<file path="config.mk">
export PLATFORM = sky130hd
export DESIGN_NAME = color_detect_top
export DESIGN_NICKNAME = d
export VERILOG_FILES = /design/src/color_pkg.sv /design/src/video_geom_pkg.sv /design/src/color_classifier.sv /design/src/color_detect_top.sv /design/src/detect_sequencer.sv /design/src/patch_window.sv /design/src/rgb_accumulator.sv
export SDC_FILE = /design/constraint.sdc
export NUM_CORES = 1
export LEC_CHECK = 0
export ABC_CLOCK_PERIOD_IN_PS = 6610
export BUFFER_PORTS_ARGS = -buffer_cell sky130_fd_sc_hd__buf_2
export CAP_MARGIN = 0
export CELL_PAD_IN_SITES_DETAIL_PLACEMENT = 1
export CELL_PAD_IN_SITES_GLOBAL_PLACEMENT = 1
export CORE_ASPECT_RATIO = 2
export CORE_MARGIN = 5
export CORE_UTILIZATION = 30
export CTS_BUF_LIST = sky130_fd_sc_hd__clkbuf_16
export CTS_CLUSTER_DIAMETER = 30
export DETAILED_ROUTE_END_ITERATION = 8
export HOLD_SLACK_MARGIN = 0.02
export PLACE_DENSITY_LB_ADDON = 0.1
export SLEW_MARGIN = 40
export SYNTH_ARGS = -nofsm -noshare
export SYNTH_HDL_FRONTEND = slang
export SYNTH_HIERARCHICAL = 1
export SYNTH_SLANG_ARGS = --single-unit
</file>
<file path="constraint.sdc">
create_clock -name pclk -period 6.61 [get_ports pclk]
set_input_delay 1.6525 -clock pclk [delete_from_list [all_inputs] [get_ports pclk]]
set_output_delay 1.6525 -clock pclk [all_outputs]
set_load 0.01 [all_outputs]
</file>
<file path="src/color_pkg.sv">
package color_pkg;

    // one 4-bit color channel or one channel average
    typedef logic [3:0] channel_t;

    // per-patch color code
    typedef logic [1:0] color_code_t;

    localparam color_code_t code_none   = 2'b00;
    localparam color_code_t code_red    = 2'b01;
    localparam color_code_t code_yellow = 2'b10;
    localparam color_code_t code_blue   = 2'b11;

    // classification thresholds on the averaged channels
    localparam int bright_th = 8;
    localparam int dark_th   = 8;
    localparam int sat_th    = 2;
    // yellow accepts a weaker saturation
    localparam int sat_y_th  = 1;

    // |r - g| must stay below this for yellow
    localparam int yellow_balance_th = 4;

    // detection result
    // the sequencer shifts the raw view
    // the slot view gives code k at bits 2k+1:2k
    typedef union packed {
        logic [7:0]             raw;
        color_code_t [3:0]      slot;
    } color_result_u;

endpackage

</file>
<file path="src/video_geom_pkg.sv">
package video_geom_pkg;

    // one screen coordinate in x or y
    typedef logic [9:0] pixel_coord_t;

    // game level 0..3 that also gives the patch count minus one
    typedef logic [1:0] level_t;

    // patch index inside the band
    typedef logic [1:0] slot_t;

    localparam int max_patches = 4;

    // all patches share this first row
    localparam pixel_coord_t band_top_row = 10'd337;

    // left column of each patch indexed by [level][slot]
    // entries past the level's patch count are never hit
    localparam pixel_coord_t patch_left_col [max_patches][max_patches] = '{
        '{10'd317, 10'd0,   10'd0,   10'd0},
        '{10'd207, 10'd427, 10'd0,   10'd0},
        '{10'd127, 10'd317, 10'd507, 10'd0},
        '{10'd89,  10'd241, 10'd393, 10'd545}
    };

endpackage
</file>
<file path="src/color_classifier.sv">
module color_classifier #(
    parameter int  patch_side_log2 = 3,
    localparam int sum_w           = 4 + 2 * patch_side_log2
) (
    input  logic [sum_w-1:0]       red_sum,
    input  logic [sum_w-1:0]       green_sum,
    input  logic [sum_w-1:0]       blue_sum,
    output color_pkg::color_code_t code
);

    import color_pkg::*;

    channel_t   avg_r, avg_g, avg_b;
    channel_t   max_c, min_c, sat;
    // zero-extended averages so +1 never wraps
    logic [4:0] r, g, b;
    logic [4:0] rg_diff;
    logic       is_red, is_yellow, is_blue;

    // divide by patch area
    assign avg_r = channel_t'(red_sum >> (2 * patch_side_log2));
    assign avg_g = channel_t'(green_sum >> (2 * patch_side_log2));
    assign avg_b = channel_t'(blue_sum >> (2 * patch_side_log2));

    assign r = {1'b0, avg_r};
    assign g = {1'b0, avg_g};
    assign b = {1'b0, avg_b};

    // brightness and saturation
    assign max_c = (avg_r >= avg_g && avg_r >= avg_b) ? avg_r :
                   (avg_g >= avg_b) ? avg_g : avg_b;
    assign min_c = (avg_r <= avg_g && avg_r <= avg_b) ? avg_r :
                   (avg_g <= avg_b) ? avg_g : avg_b;
    assign sat   = max_c - min_c;

    assign rg_diff = (r > g) ? (r - g) : (g - r);

    // a bright patch needs the dominant channel ahead by more than one step
    // a dark patch only needs the dominant channel to lead
    assign is_red = (sat > sat_th) &&
                    (((r > bright_th) && (r > g + 5'd1) && (r > b + 5'd1)) ||
                     ((max_c < dark_th) && (r > g) && (r > b)));

    assign is_yellow = (sat > sat_y_th) && (rg_diff < yellow_balance_th) &&
                       (((r > bright_th) && (g > bright_th) &&
                         (r > b + 5'd1) && (g > b + 5'd1)) ||
                        ((max_c < dark_th) && (r > b) && (g > b)));

    assign is_blue = (sat > sat_th) &&
                     (((b > bright_th) && (b > r + 5'd1) && (b > g + 5'd1)) ||
                      ((max_c < dark_th) && (b > r) && (b > g)));

    // red wins over yellow, yellow over blue
    always_comb begin
        if (is_red) begin
            code = code_red;
        end else if (is_yellow) begin
            code = code_yellow;
        end else if (is_blue) begin
            code = code_blue;
        end else begin
            code = code_none;
        end
    end

endmodule

</file>
<file path="src/color_detect_top.sv">
module color_detect_top #(
    parameter int patch_side_log2 = 3
) (
    input  logic                         pclk,
    input  logic                         reset,
    input  video_geom_pkg::level_t       lvl,
    input  logic                         countdown_done,
    input  logic                         comparison_done,
    input  video_geom_pkg::pixel_coord_t x_pixel,
    input  video_geom_pkg::pixel_coord_t y_pixel,
    input  color_pkg::channel_t          red_port,
    input  color_pkg::channel_t          green_port,
    input  color_pkg::channel_t          blue_port,
    output color_pkg::color_result_u     detected_color,
    output logic                         color_done
);

    import video_geom_pkg::*;
    import color_pkg::*;

    localparam int sum_w = 4 + 2 * patch_side_log2;

    level_t            level;
    slot_t             hit_slot;
    slot_t             read_slot;
    logic              in_patch;
    logic              arm;
    logic              band_passed;
    logic              clear_sums;
    logic              add_pixel;
    logic [sum_w-1:0]  red_sum;
    logic [sum_w-1:0]  green_sum;
    logic [sum_w-1:0]  blue_sum;
    color_code_t       code;

    patch_window #(
        .patch_side_log2 (patch_side_log2)
    ) patch_window_inst (
        .level       (level),
        .x_pixel     (x_pixel),
        .y_pixel     (y_pixel),
        .in_patch    (in_patch),
        .hit_slot    (hit_slot),
        .arm         (arm),
        .band_passed (band_passed)
    );

    rgb_accumulator #(
        .patch_side_log2 (patch_side_log2)
    ) rgb_accumulator_inst (
        .pclk       (pclk),
        .reset      (reset),
        .clear_sums (clear_sums),
        .add_pixel  (add_pixel),
        .hit_slot   (hit_slot),
        .read_slot  (read_slot),
        .red_port   (red_port),
        .green_port (green_port),
        .blue_port  (blue_port),
        .red_sum    (red_sum),
        .green_sum  (green_sum),
        .blue_sum   (blue_sum)
    );

    // classifies whichever slot the sequencer is reading
    color_classifier #(
        .patch_side_log2 (patch_side_log2)
    ) color_classifier_inst (
        .red_sum   (red_sum),
        .green_sum (green_sum),
        .blue_sum  (blue_sum),
        .code      (code)
    );

    detect_sequencer detect_sequencer_inst (
        .pclk            (pclk),
        .reset           (reset),
        .lvl             (lvl),
        .countdown_done  (countdown_done),
        .comparison_done (comparison_done),
        .arm             (arm),
        .band_passed     (band_passed),
        .in_patch        (in_patch),
        .code            (code),
        .level           (level),
        .clear_sums      (clear_sums),
        .add_pixel       (add_pixel),
        .read_slot       (read_slot),
        .detected_color  (detected_color),
        .color_done      (color_done)
    );

endmodule

</file>
<file path="src/detect_sequencer.sv">
module detect_sequencer (
    input  logic                     pclk,
    input  logic                     reset,
    input  video_geom_pkg::level_t   lvl,
    input  logic                     countdown_done,
    input  logic                     comparison_done,
    input  logic                     arm,
    input  logic                     band_passed,
    input  logic                     in_patch,
    input  color_pkg::color_code_t   code,
    output video_geom_pkg::level_t   level,
    output logic                     clear_sums,
    output logic                     add_pixel,
    output video_geom_pkg::slot_t    read_slot,
    output color_pkg::color_result_u detected_color,
    output logic                     color_done
);

    import video_geom_pkg::*;
    import color_pkg::*;

    localparam logic [2:0] st_idle         = 3'd0;
    localparam logic [2:0] st_arm_wait     = 3'd1;
    localparam logic [2:0] st_accumulate   = 3'd2;
    localparam logic [2:0] st_classify     = 3'd3;
    localparam logic [2:0] st_wait_compare = 3'd4;

    logic [2:0] state;
    logic       last_slot;

    // slot 0 is classified last
    assign last_slot = (read_slot == '0);

    assign clear_sums = (state == st_arm_wait);
    assign add_pixel  = (state == st_accumulate) && in_patch;

    always_ff @(posedge pclk, posedge reset) begin
        if (reset) begin
            state          <= st_idle;
            level          <= '0;
            read_slot      <= '0;
            detected_color <= '0;
            color_done     <= 1'b0;
        end else begin
            color_done <= 1'b0;
            case (state)
                st_idle: begin
                    if (countdown_done) begin
                        level <= lvl;
                        state <= st_arm_wait;
                    end
                end
                st_arm_wait: begin
                    detected_color <= '0;
                    if (arm) begin
                        state <= st_accumulate;
                    end
                end
                st_accumulate: begin
                    // highest slot goes first so slot 0 lands in the low bits
                    if (band_passed) begin
                        read_slot <= slot_t'(level);
                        state     <= st_classify;
                    end
                end
                st_classify: begin
                    detected_color.raw <= {detected_color.raw[5:0], code};
                    if (last_slot) begin
                        color_done <= 1'b1;
                        state      <= st_wait_compare;
                    end else begin
                        read_slot <= read_slot - 1'b1;
                    end
                end
                st_wait_compare: begin
                    // hold the result until the game logic has used it
                    if (comparison_done) begin
                        detected_color <= '0;
                        state          <= st_idle;
                    end
                end
                default: begin
                    state <= st_idle;
                end
            endcase
        end
    end

endmodule

</file>
<file path="src/patch_window.sv">
module patch_window #(
    parameter int patch_side_log2 = 3
) (
    input  video_geom_pkg::level_t       level,
    input  video_geom_pkg::pixel_coord_t x_pixel,
    input  video_geom_pkg::pixel_coord_t y_pixel,
    output logic                         in_patch,
    output video_geom_pkg::slot_t        hit_slot,
    output logic                         arm,
    output logic                         band_passed
);

    import video_geom_pkg::*;

    localparam int patch_side = 1 << patch_side_log2;

    logic in_band;

    // band rows are band_top_row .. band_top_row + side - 1
    assign in_band = (int'(y_pixel) >= int'(band_top_row)) &&
                     (int'(y_pixel) < int'(band_top_row) + patch_side);

    // scan only the windows that exist at this level
    always_comb begin
        in_patch = 1'b0;
        hit_slot = '0;
        for (int k = 0; k < max_patches; k++) begin
            if (in_band && (k <= int'(level)) &&
                (int'(x_pixel) >= int'(patch_left_col[level][k])) &&
                (int'(x_pixel) < int'(patch_left_col[level][k]) + patch_side)) begin
                in_patch = 1'b1;
                hit_slot = slot_t'(k);
            end
        end
    end

    // band starts at column 0 of the top row
    assign arm = (y_pixel == band_top_row) && (x_pixel == '0);

    // first row below the band and everything after it
    assign band_passed = int'(y_pixel) >= int'(band_top_row) + patch_side;

endmodule

</file>
<file path="src/rgb_accumulator.sv">
module rgb_accumulator #(
    parameter int  patch_side_log2 = 3,
    localparam int sum_w           = 4 + 2 * patch_side_log2
) (
    input  logic                    pclk,
    input  logic                    reset,
    input  logic                    clear_sums,
    input  logic                    add_pixel,
    input  video_geom_pkg::slot_t   hit_slot,
    input  video_geom_pkg::slot_t   read_slot,
    input  color_pkg::channel_t     red_port,
    input  color_pkg::channel_t     green_port,
    input  color_pkg::channel_t     blue_port,
    output logic [sum_w-1:0]        red_sum,
    output logic [sum_w-1:0]        green_sum,
    output logic [sum_w-1:0]        blue_sum
);

    import video_geom_pkg::*;
    import color_pkg::*;

    // channel index 0 = red, 1 = green, 2 = blue
    channel_t [2:0]           pix;
    logic [2:0][sum_w-1:0]    acc [max_patches];

    assign pix = {blue_port, green_port, red_port};

    always_ff @(posedge pclk, posedge reset) begin
        if (reset) begin
            for (int s = 0; s < max_patches; s++) begin
                acc[s] <= '0;
            end
        end else if (clear_sums) begin
            for (int s = 0; s < max_patches; s++) begin
                acc[s] <= '0;
            end
        end else if (add_pixel) begin
            // one pixel per cycle into the hit patch
            for (int c = 0; c < 3; c++) begin
                acc[hit_slot][c] <= acc[hit_slot][c] + sum_w'(pix[c]);
            end
        end
    end

    // slot read-out for the classifier
    assign red_sum   = acc[read_slot][0];
    assign green_sum = acc[read_slot][1];
    assign blue_sum  = acc[read_slot][2];

endmodule

</file>
After elaboration in Yosys (flattened, before gate mapping)

Cells that the tools add are included.

$add $sub $neg: 14
Multiply operators: 0
Divide/modulo/power cells: 0
Magnitude comparators: 41
Equal/unequal tests: 11
Shifts and indexed selects: 0
Mux-type cells: 48
Bitwise logic cells: 3
Reductions and logical operators: 47

Operators by type and width:

| operator              | count |
|---|---|
| $bwmux 120            | 3 |
| $mux 120              | 2 |
| $demux 30 s2          | 3 |
| $mux 30               | 5 |
| $lt 11x32->1          | 4 |
| $bmux 30 s2           | 2 |
| $bmux 40 s2           | 1 |
| $mux 40               | 2 |
| $add 10x4->11 const B | 4 |
| $ge 10x10->1          | 4 |
| $logic_and 1x1->1     | 34 |
| $add 10x4->10         | 3 |
| $gt 4x5->1            | 5 |
| $pmux 8 s3            | 1 |
| $ge 10x9->1 const B   | 2 |
| $gt 4x4->1            | 5 |
| $mux 20               | 1 |
| $mux 4                | 4 |
| $add 4x1->5 const B   | 3 |
| $mux 3                | 5 |
| $pmux 3 s5            | 1 |
| $mux 2                | 7 |
| $ge 4x4->1            | 3 |
| $gt 4x4->1 const B    | 3 |
| 34 further kinds      | 57 |

Register bits: 136
Bits in latches: 0
RAM bits: 0
Memory bits (read-only): 0
Input bits: 38
Output and inout port bits: 9
Logic and storage cells: 181
Memories kept: 0

Logic depth before layout (Yosys ltp)

Depth after elaboration: 20
Depth in mapped cells: 23
Mapped depth without buffers: 19

Cells and area by module

The synthesis kept the hierarchy.

Modules (own cells, without submodules):

| module           | times used | cells each | area an instance (µm²) | sequential area each (µm²) |
|---|---|---|---|---|
| rgb_accumulator  | 1          | 510        | 6,431.2                | 3,002.9 |
| color_classifier | 1          | 201        | 1,566.5                | 0.0 |
| patch_window     | 1          | 165        | 1,403.8                | 0.0 |
| detect_sequencer | 1          | 96         | 914.6                  | 400.4 |

Worst setup path before layout

No wires, ideal clock.

Path type: in2reg
Start: input x_pixel[0]
End: register rgb_accumulator_inst/acc[16] in the netlist's numbering
Library setup time: 0.132 ns
Data arrival time: 5.693 ns
Required time: 6.478 ns
Path slack: 0.785 ns
Cell stages on the path: 19
Buffers on the path: 4
Cells stage by stage: inv_1 -> ha_1 -> nand2b_1 -> a2111oi_2 -> o221ai_1 -> and4b_1 -> o21ai_1 -> buf_6 -> buf_8 -> buf_6 -> buf_2 -> mux4_2 -> ha_1 -> fa_1 -> a21o_1 -> a21oi_1 -> nor2_1 -> xnor2_1 -> o21ai_0

Word-level cells in the longest chain between the ends: 16
Elaborated cells on any way between the ends: 44
Classes of those cells: add/sub (3); order compare (10); mux (19); bitwise (1); reduce/logical (11)

Ends and longest elaborated chain:

| what                                                                 | line                   | source |
|---|---|---|
| start: declaration                                                   | color_detect_top.sv:9  | `input video_geom_pkg::pixel_coord_t x_pixel,` |
| parallel branches: the longest is 5 deep, another holds $lt 11x32->1 | -                      |  |
| $mux 2 *                                                             | patch_window.sv:28     | `if (in_band && (k <= int'(level)) &&` |
| named net hit_slot[0]                                                | color_detect_top.sv:24 | `slot_t hit_slot;` |
| $not 2->3 (not written as such) *                                    | rgb_accumulator.sv:40  | `acc[hit_slot][c] <= acc[hit_slot][c] + sum_w'(pix[c]);` |
| $bmux 30 s2                                                          | rgb_accumulator.sv:40  |  |
| $mux 30 (not written as such) (2 in series)                          | rgb_accumulator.sv:40  |  |
| $add 10x4->10                                                        | rgb_accumulator.sv:40  |  |
| $bwmux 120 (2 in series)                                             | rgb_accumulator.sv:40  |  |
| $bwmux 120 *                                                         | rgb_accumulator.sv:40  |  |
| $mux 120 *                                                           | rgb_accumulator.sv:37  | `end else if (add_pixel) begin` |
| $mux 120 *                                                           | rgb_accumulator.sv:33  | `end else if (clear_sums) begin` |
| end signal: indexed assignment                                       | rgb_accumulator.sv:40  |  |
| end: declaration                                                     | rgb_accumulator.sv:24  | `logic [2:0][sum_w-1:0] acc [max_patches];` |

Mark *: on every way through the listed nets, which the timed path passes. The select of a mux whose other input is x is not followed.
A chain may end at the register's enable or synchronous reset.

Final worst setup path

Start: input x_pixel[0]
End: register rgb_accumulator_inst/acc[68] in the netlist's numbering

Word-level cells in the longest chain between the ends: 16
Elaborated cells on any way between the ends: 44
Classes of those cells: add/sub (3); order compare (10); mux (19); bitwise (1); reduce/logical (11)

Ends and longest elaborated chain:

| what                                                                      | line |
|---|---|
| parallel branches: the longest is 5 deep, another holds $lt 11x32->1      | - |
| $mux 2 *                                                                  | patch_window.sv:28 |
| named net hit_slot[0]                                                     | color_detect_top.sv:24 |
| $not 2->3 (not written as such) *                                         | rgb_accumulator.sv:40 |
| $bmux 30 s2, or another cell as far along                                 | rgb_accumulator.sv:40 |
| $mux 30 (not written as such) / $logic_and 1x1->1 (equally long branches) | rgb_accumulator.sv:40 |
| $mux 30 (not written as such) / $mux 10 (equally long branches)           | rgb_accumulator.sv:40 |
| $add 10x4->10 / $demux 30 s2 (equally long branches)                      | rgb_accumulator.sv:40 |
| $bwmux 120 (2 in series)                                                  | rgb_accumulator.sv:40 |
| $bwmux 120 *                                                              | rgb_accumulator.sv:40 |
| $mux 120 *                                                                | rgb_accumulator.sv:37 |
| $mux 120 *                                                                | rgb_accumulator.sv:33 |

Marked as above.

==> results.py <==
metrics = {
    "outcome": {
        "outcome": "completed",
    },
    "drt": {
        "drt_pass1_iterations": 4,
        "wire_per_inst_um": 22.25,
        "drtAntennaViolNets": 0,
        "viasPerCell": 5.364,
        "drc": 0,
        "drt-total-wl_um": 32180,
        "dr.first_iter.drc_count": 204,
        "num_vias": 7756,
    },
    "clocking": {
        "cts.reportedPaths.clkPinSlew_ns": 0.06,
        "tritoncts": "done",
        "cts_buffers": 17,
        "htree_levels": 4,
        "clk_latency_ns": 0.43,
        "postCtsSetupRepairBufs": 0,
        "cts.sink_count": 136,
        "cts-root-buf": "clkbuf_16",
        "cts_hold_buf": 0,
        "cts_buffer_depth": 2,
        "cts_resized": 0,
    },
    "layout": {
        "area.growth.synth_to_final_pct": 15.25,
        "nNetsFinal": 1152,
        "drive_gt1_share_pct": 19.03,
        "diodes": 0,
    },
    "power": {
        "p_switching_uw": 469.7,
        "p_leak_uw": 0.004876,
        "p_seq_share_pct": 40.6,
        "power.share.switching_pct": 22.83,
        "power.share.clock_pct": 52.4,
        "power_frac_comb_pct": 7.1,
        "ir_drop_v": 0.0001323,
        "p_int_uw": 1588,
        "power_density_mw_per_mm2": 180.2,
    },
    "floorplanning": {
        "coreArea_mm2": 0.03281,
        "fp-row-count": 94,
        "io_pins": 47,
        "die_h_um": 267.0,
        "dieArea_mm2": 0.03699,
        "die_x_um": 138.5,
        "start_util_pct": 30.20,
    },
    "timing": {
        "post-route-period-util_pct": 85.98,
        "setup_violations": 0,
        "setup_tns_ns": 0,
        "report.final.slew_viol_count": 0,
        "min_period_ns": 5.683,
        "fmax_mhz": 176.0,
        "max-slew-margin-rel_pct": 51.22,
        "whs_ns": 0.4792,
        "clock-skew-final_ns": 0.01093,
        "worst_pin_slew_ns": 0.7317,
        "rsz0062_at_grt": "no",
        "hold_viol": 0,
    },
    "logic_synthesis": {
        "synth_area_mm2": 0.009911,
        "syn_avg_cell_area_um2": 10.39,
        "syn_nets": 1104,
        "yosys_warnings": 6,
        "netlist_instances": 954,
    },
    "critical_path": {
        "worstPathMaxFanout": 12,
        "r2r_cells": 16,
        "timing.rr.start": "detect_sequencer_inst/level[0]$_DFFE_PP0P_",
        "reg2reg_to": "rgb_accumulator_inst/acc[68]$_DFFE_PP0P_",
        "worstSetupStartpointType": "primary input",
        "cp.arrival_ns": 5.98,
        "cp.required_ns": 6.90,
        "path_class": "primary input to register",
        "critPathCaptureType": "register",
        "r2r_slack_ns": 1.18,
    },
    "global_route": {
        "grt_max_degree": 46,
        "antenna_found_initial": 0,
        "grt_util_all_layers_pct": 17.82,
        "grt_pass1_vias": 8792,
        "overflow": 0,
        "grt_pass1_wl_um": 51120,
    },
    "run": {
        "maxCapViolations": 0,
    },
    "placed_design": {
        "hpwl_um": 24580,
        "port-buffer-count": 46,
        "gp_congestion": 0.7962,
    },
    "worst_hold_path": {
        "holdPathEnd": "rgb_accumulator_inst/acc[84]$_DFFE_PP0P_",
        "worstHoldPathType": "register to register",
        "holdPathStages": 2,
        "worstHoldStart": "rgb_accumulator_inst/acc[84]$_DFFE_PP0P_",
    },
}
## through the flow
step	utilization (%)	setup WS, ns	cells	instance area [µm²]	total power [µW]
after detailed placement	32.81	0.4394	1415	10770	998.3
after global routing	34.81	0.5927	1446	11420	2144
after floorplan	-	0.7849	954	9911	936.6
after global placement	32.75	0.4423	1414	10750	996.4
final	34.81	0.9266	1446	11420	2058
after CTS	34.81	0.8771	1446	11420	2093
## metal layers
metal	vias to the layer above	global-route usage [%]	share of wire [%]
met5	-	0	0
met4	0	6.843	3.2
met3	57	2.062	1.5
met2	91	37.67	60
met1	3958	16.96	35
li1	3650	-	-
## final cells by class
| cell class | instances | area (µm²) |
|---|---|---|
| inverters | 56 | 212.7 |
| fillers | 3693 | 21390 |
| well taps | 432 | 540.5 |
| flip-flops and latches | 136 | 3403 |
| repair buffers | 75 | 493.0 |
| clock buffers | 17 | 425.4 |
| clock inverters | 14 | 231.5 |
| multi-input cells | 716 | 6116 |
## worst max-delay path by stage
stage,depth (start not counted),startpoint,slack [ns],to
floorplan,19,x_pixel[0],0.78,rgb_accumulator_inst/acc[16]$_DFFE_PP0P_
global placement,16,x_pixel[0],0.44,rgb_accumulator_inst/acc[76]$_DFFE_PP0P_
detailed placement,16,x_pixel[0],0.44,rgb_accumulator_inst/acc[76]$_DFFE_PP0P_
CTS,16,x_pixel[0],0.88,rgb_accumulator_inst/acc[68]$_DFFE_PP0P_
global route,18,x_pixel[0],0.59,rgb_accumulator_inst/acc[56]$_DFFE_PP0P_
finish,16,x_pixel[0],0.93,rgb_accumulator_inst/acc[68]$_DFFE_PP0P_
## power groups by stage
stage / Combinational [µW] / Clock, µW / Sequential [µW]
6_report: 146 / 1080 / 835
2_1_floorplan: 86.6 / 0 / 850
3_3_place_gp: 147 / 0 / 850
3_5_place_dp: 149 / 0 / 850
4_1_cts: 150 / 1110 / 834
5_1_grt: 167 / 1140 / 834
## sequential cells by signal, indices dropped and copies added, names as in the netlist
signal and count:
rgb_accumulator_inst/acc 120, detect_sequencer_inst/detected_color 8, detect_sequencer_inst/state 3, detect_sequencer_inst/level 2
detect_sequencer_inst/read_slot 2, detect_sequencer_inst/color_done 1
## critical path, stage by stage
cell	delay, ns
buf_2	0.11
inv_1	0.07
ha_1	0.28
nand2b_1	0.15
a2111oi_2	0.38
o221ai_1	0.20
and4b_1	0.27
o21ai_4	0.55
buf_4	0.26
mux4_2	0.54
fa_1	0.44
a21o_1	0.20
a21oi_1	0.30
nor2_1	0.11
xnor2_1	0.30
o21ai_0	0.14
## layout by cell type, fill, tap and decap left out, types with 4 or more instances in the layout
cell type	instances
dfrtp_1	136
ha_1	108
nand2_1	103
o21ai_0	82
inv_1	56
a22o_1	52
buf_2	46
a21oi_1	43
mux4_2	38
xnor2_1	28
buf_4	25
nor2_1	21
nand3_1	20
clkbuf_16	17
nor2b_1	16
a21o_1	15
nor3_1	11
o21ai_1	10
nand4_1	9
mux2i_1	8
xor2_1	8
nand2b_1	8
a221oi_1	8
a211oi_1	7
nor3_2	7
bufinv_16	6
a31oi_1	6
o21a_1	5
nand4b_1	4
o211ai_1	4
a211o_1	4
fa_1	4
mux4_1	4
No activity file was read; power rests on OpenSTA's default activity.
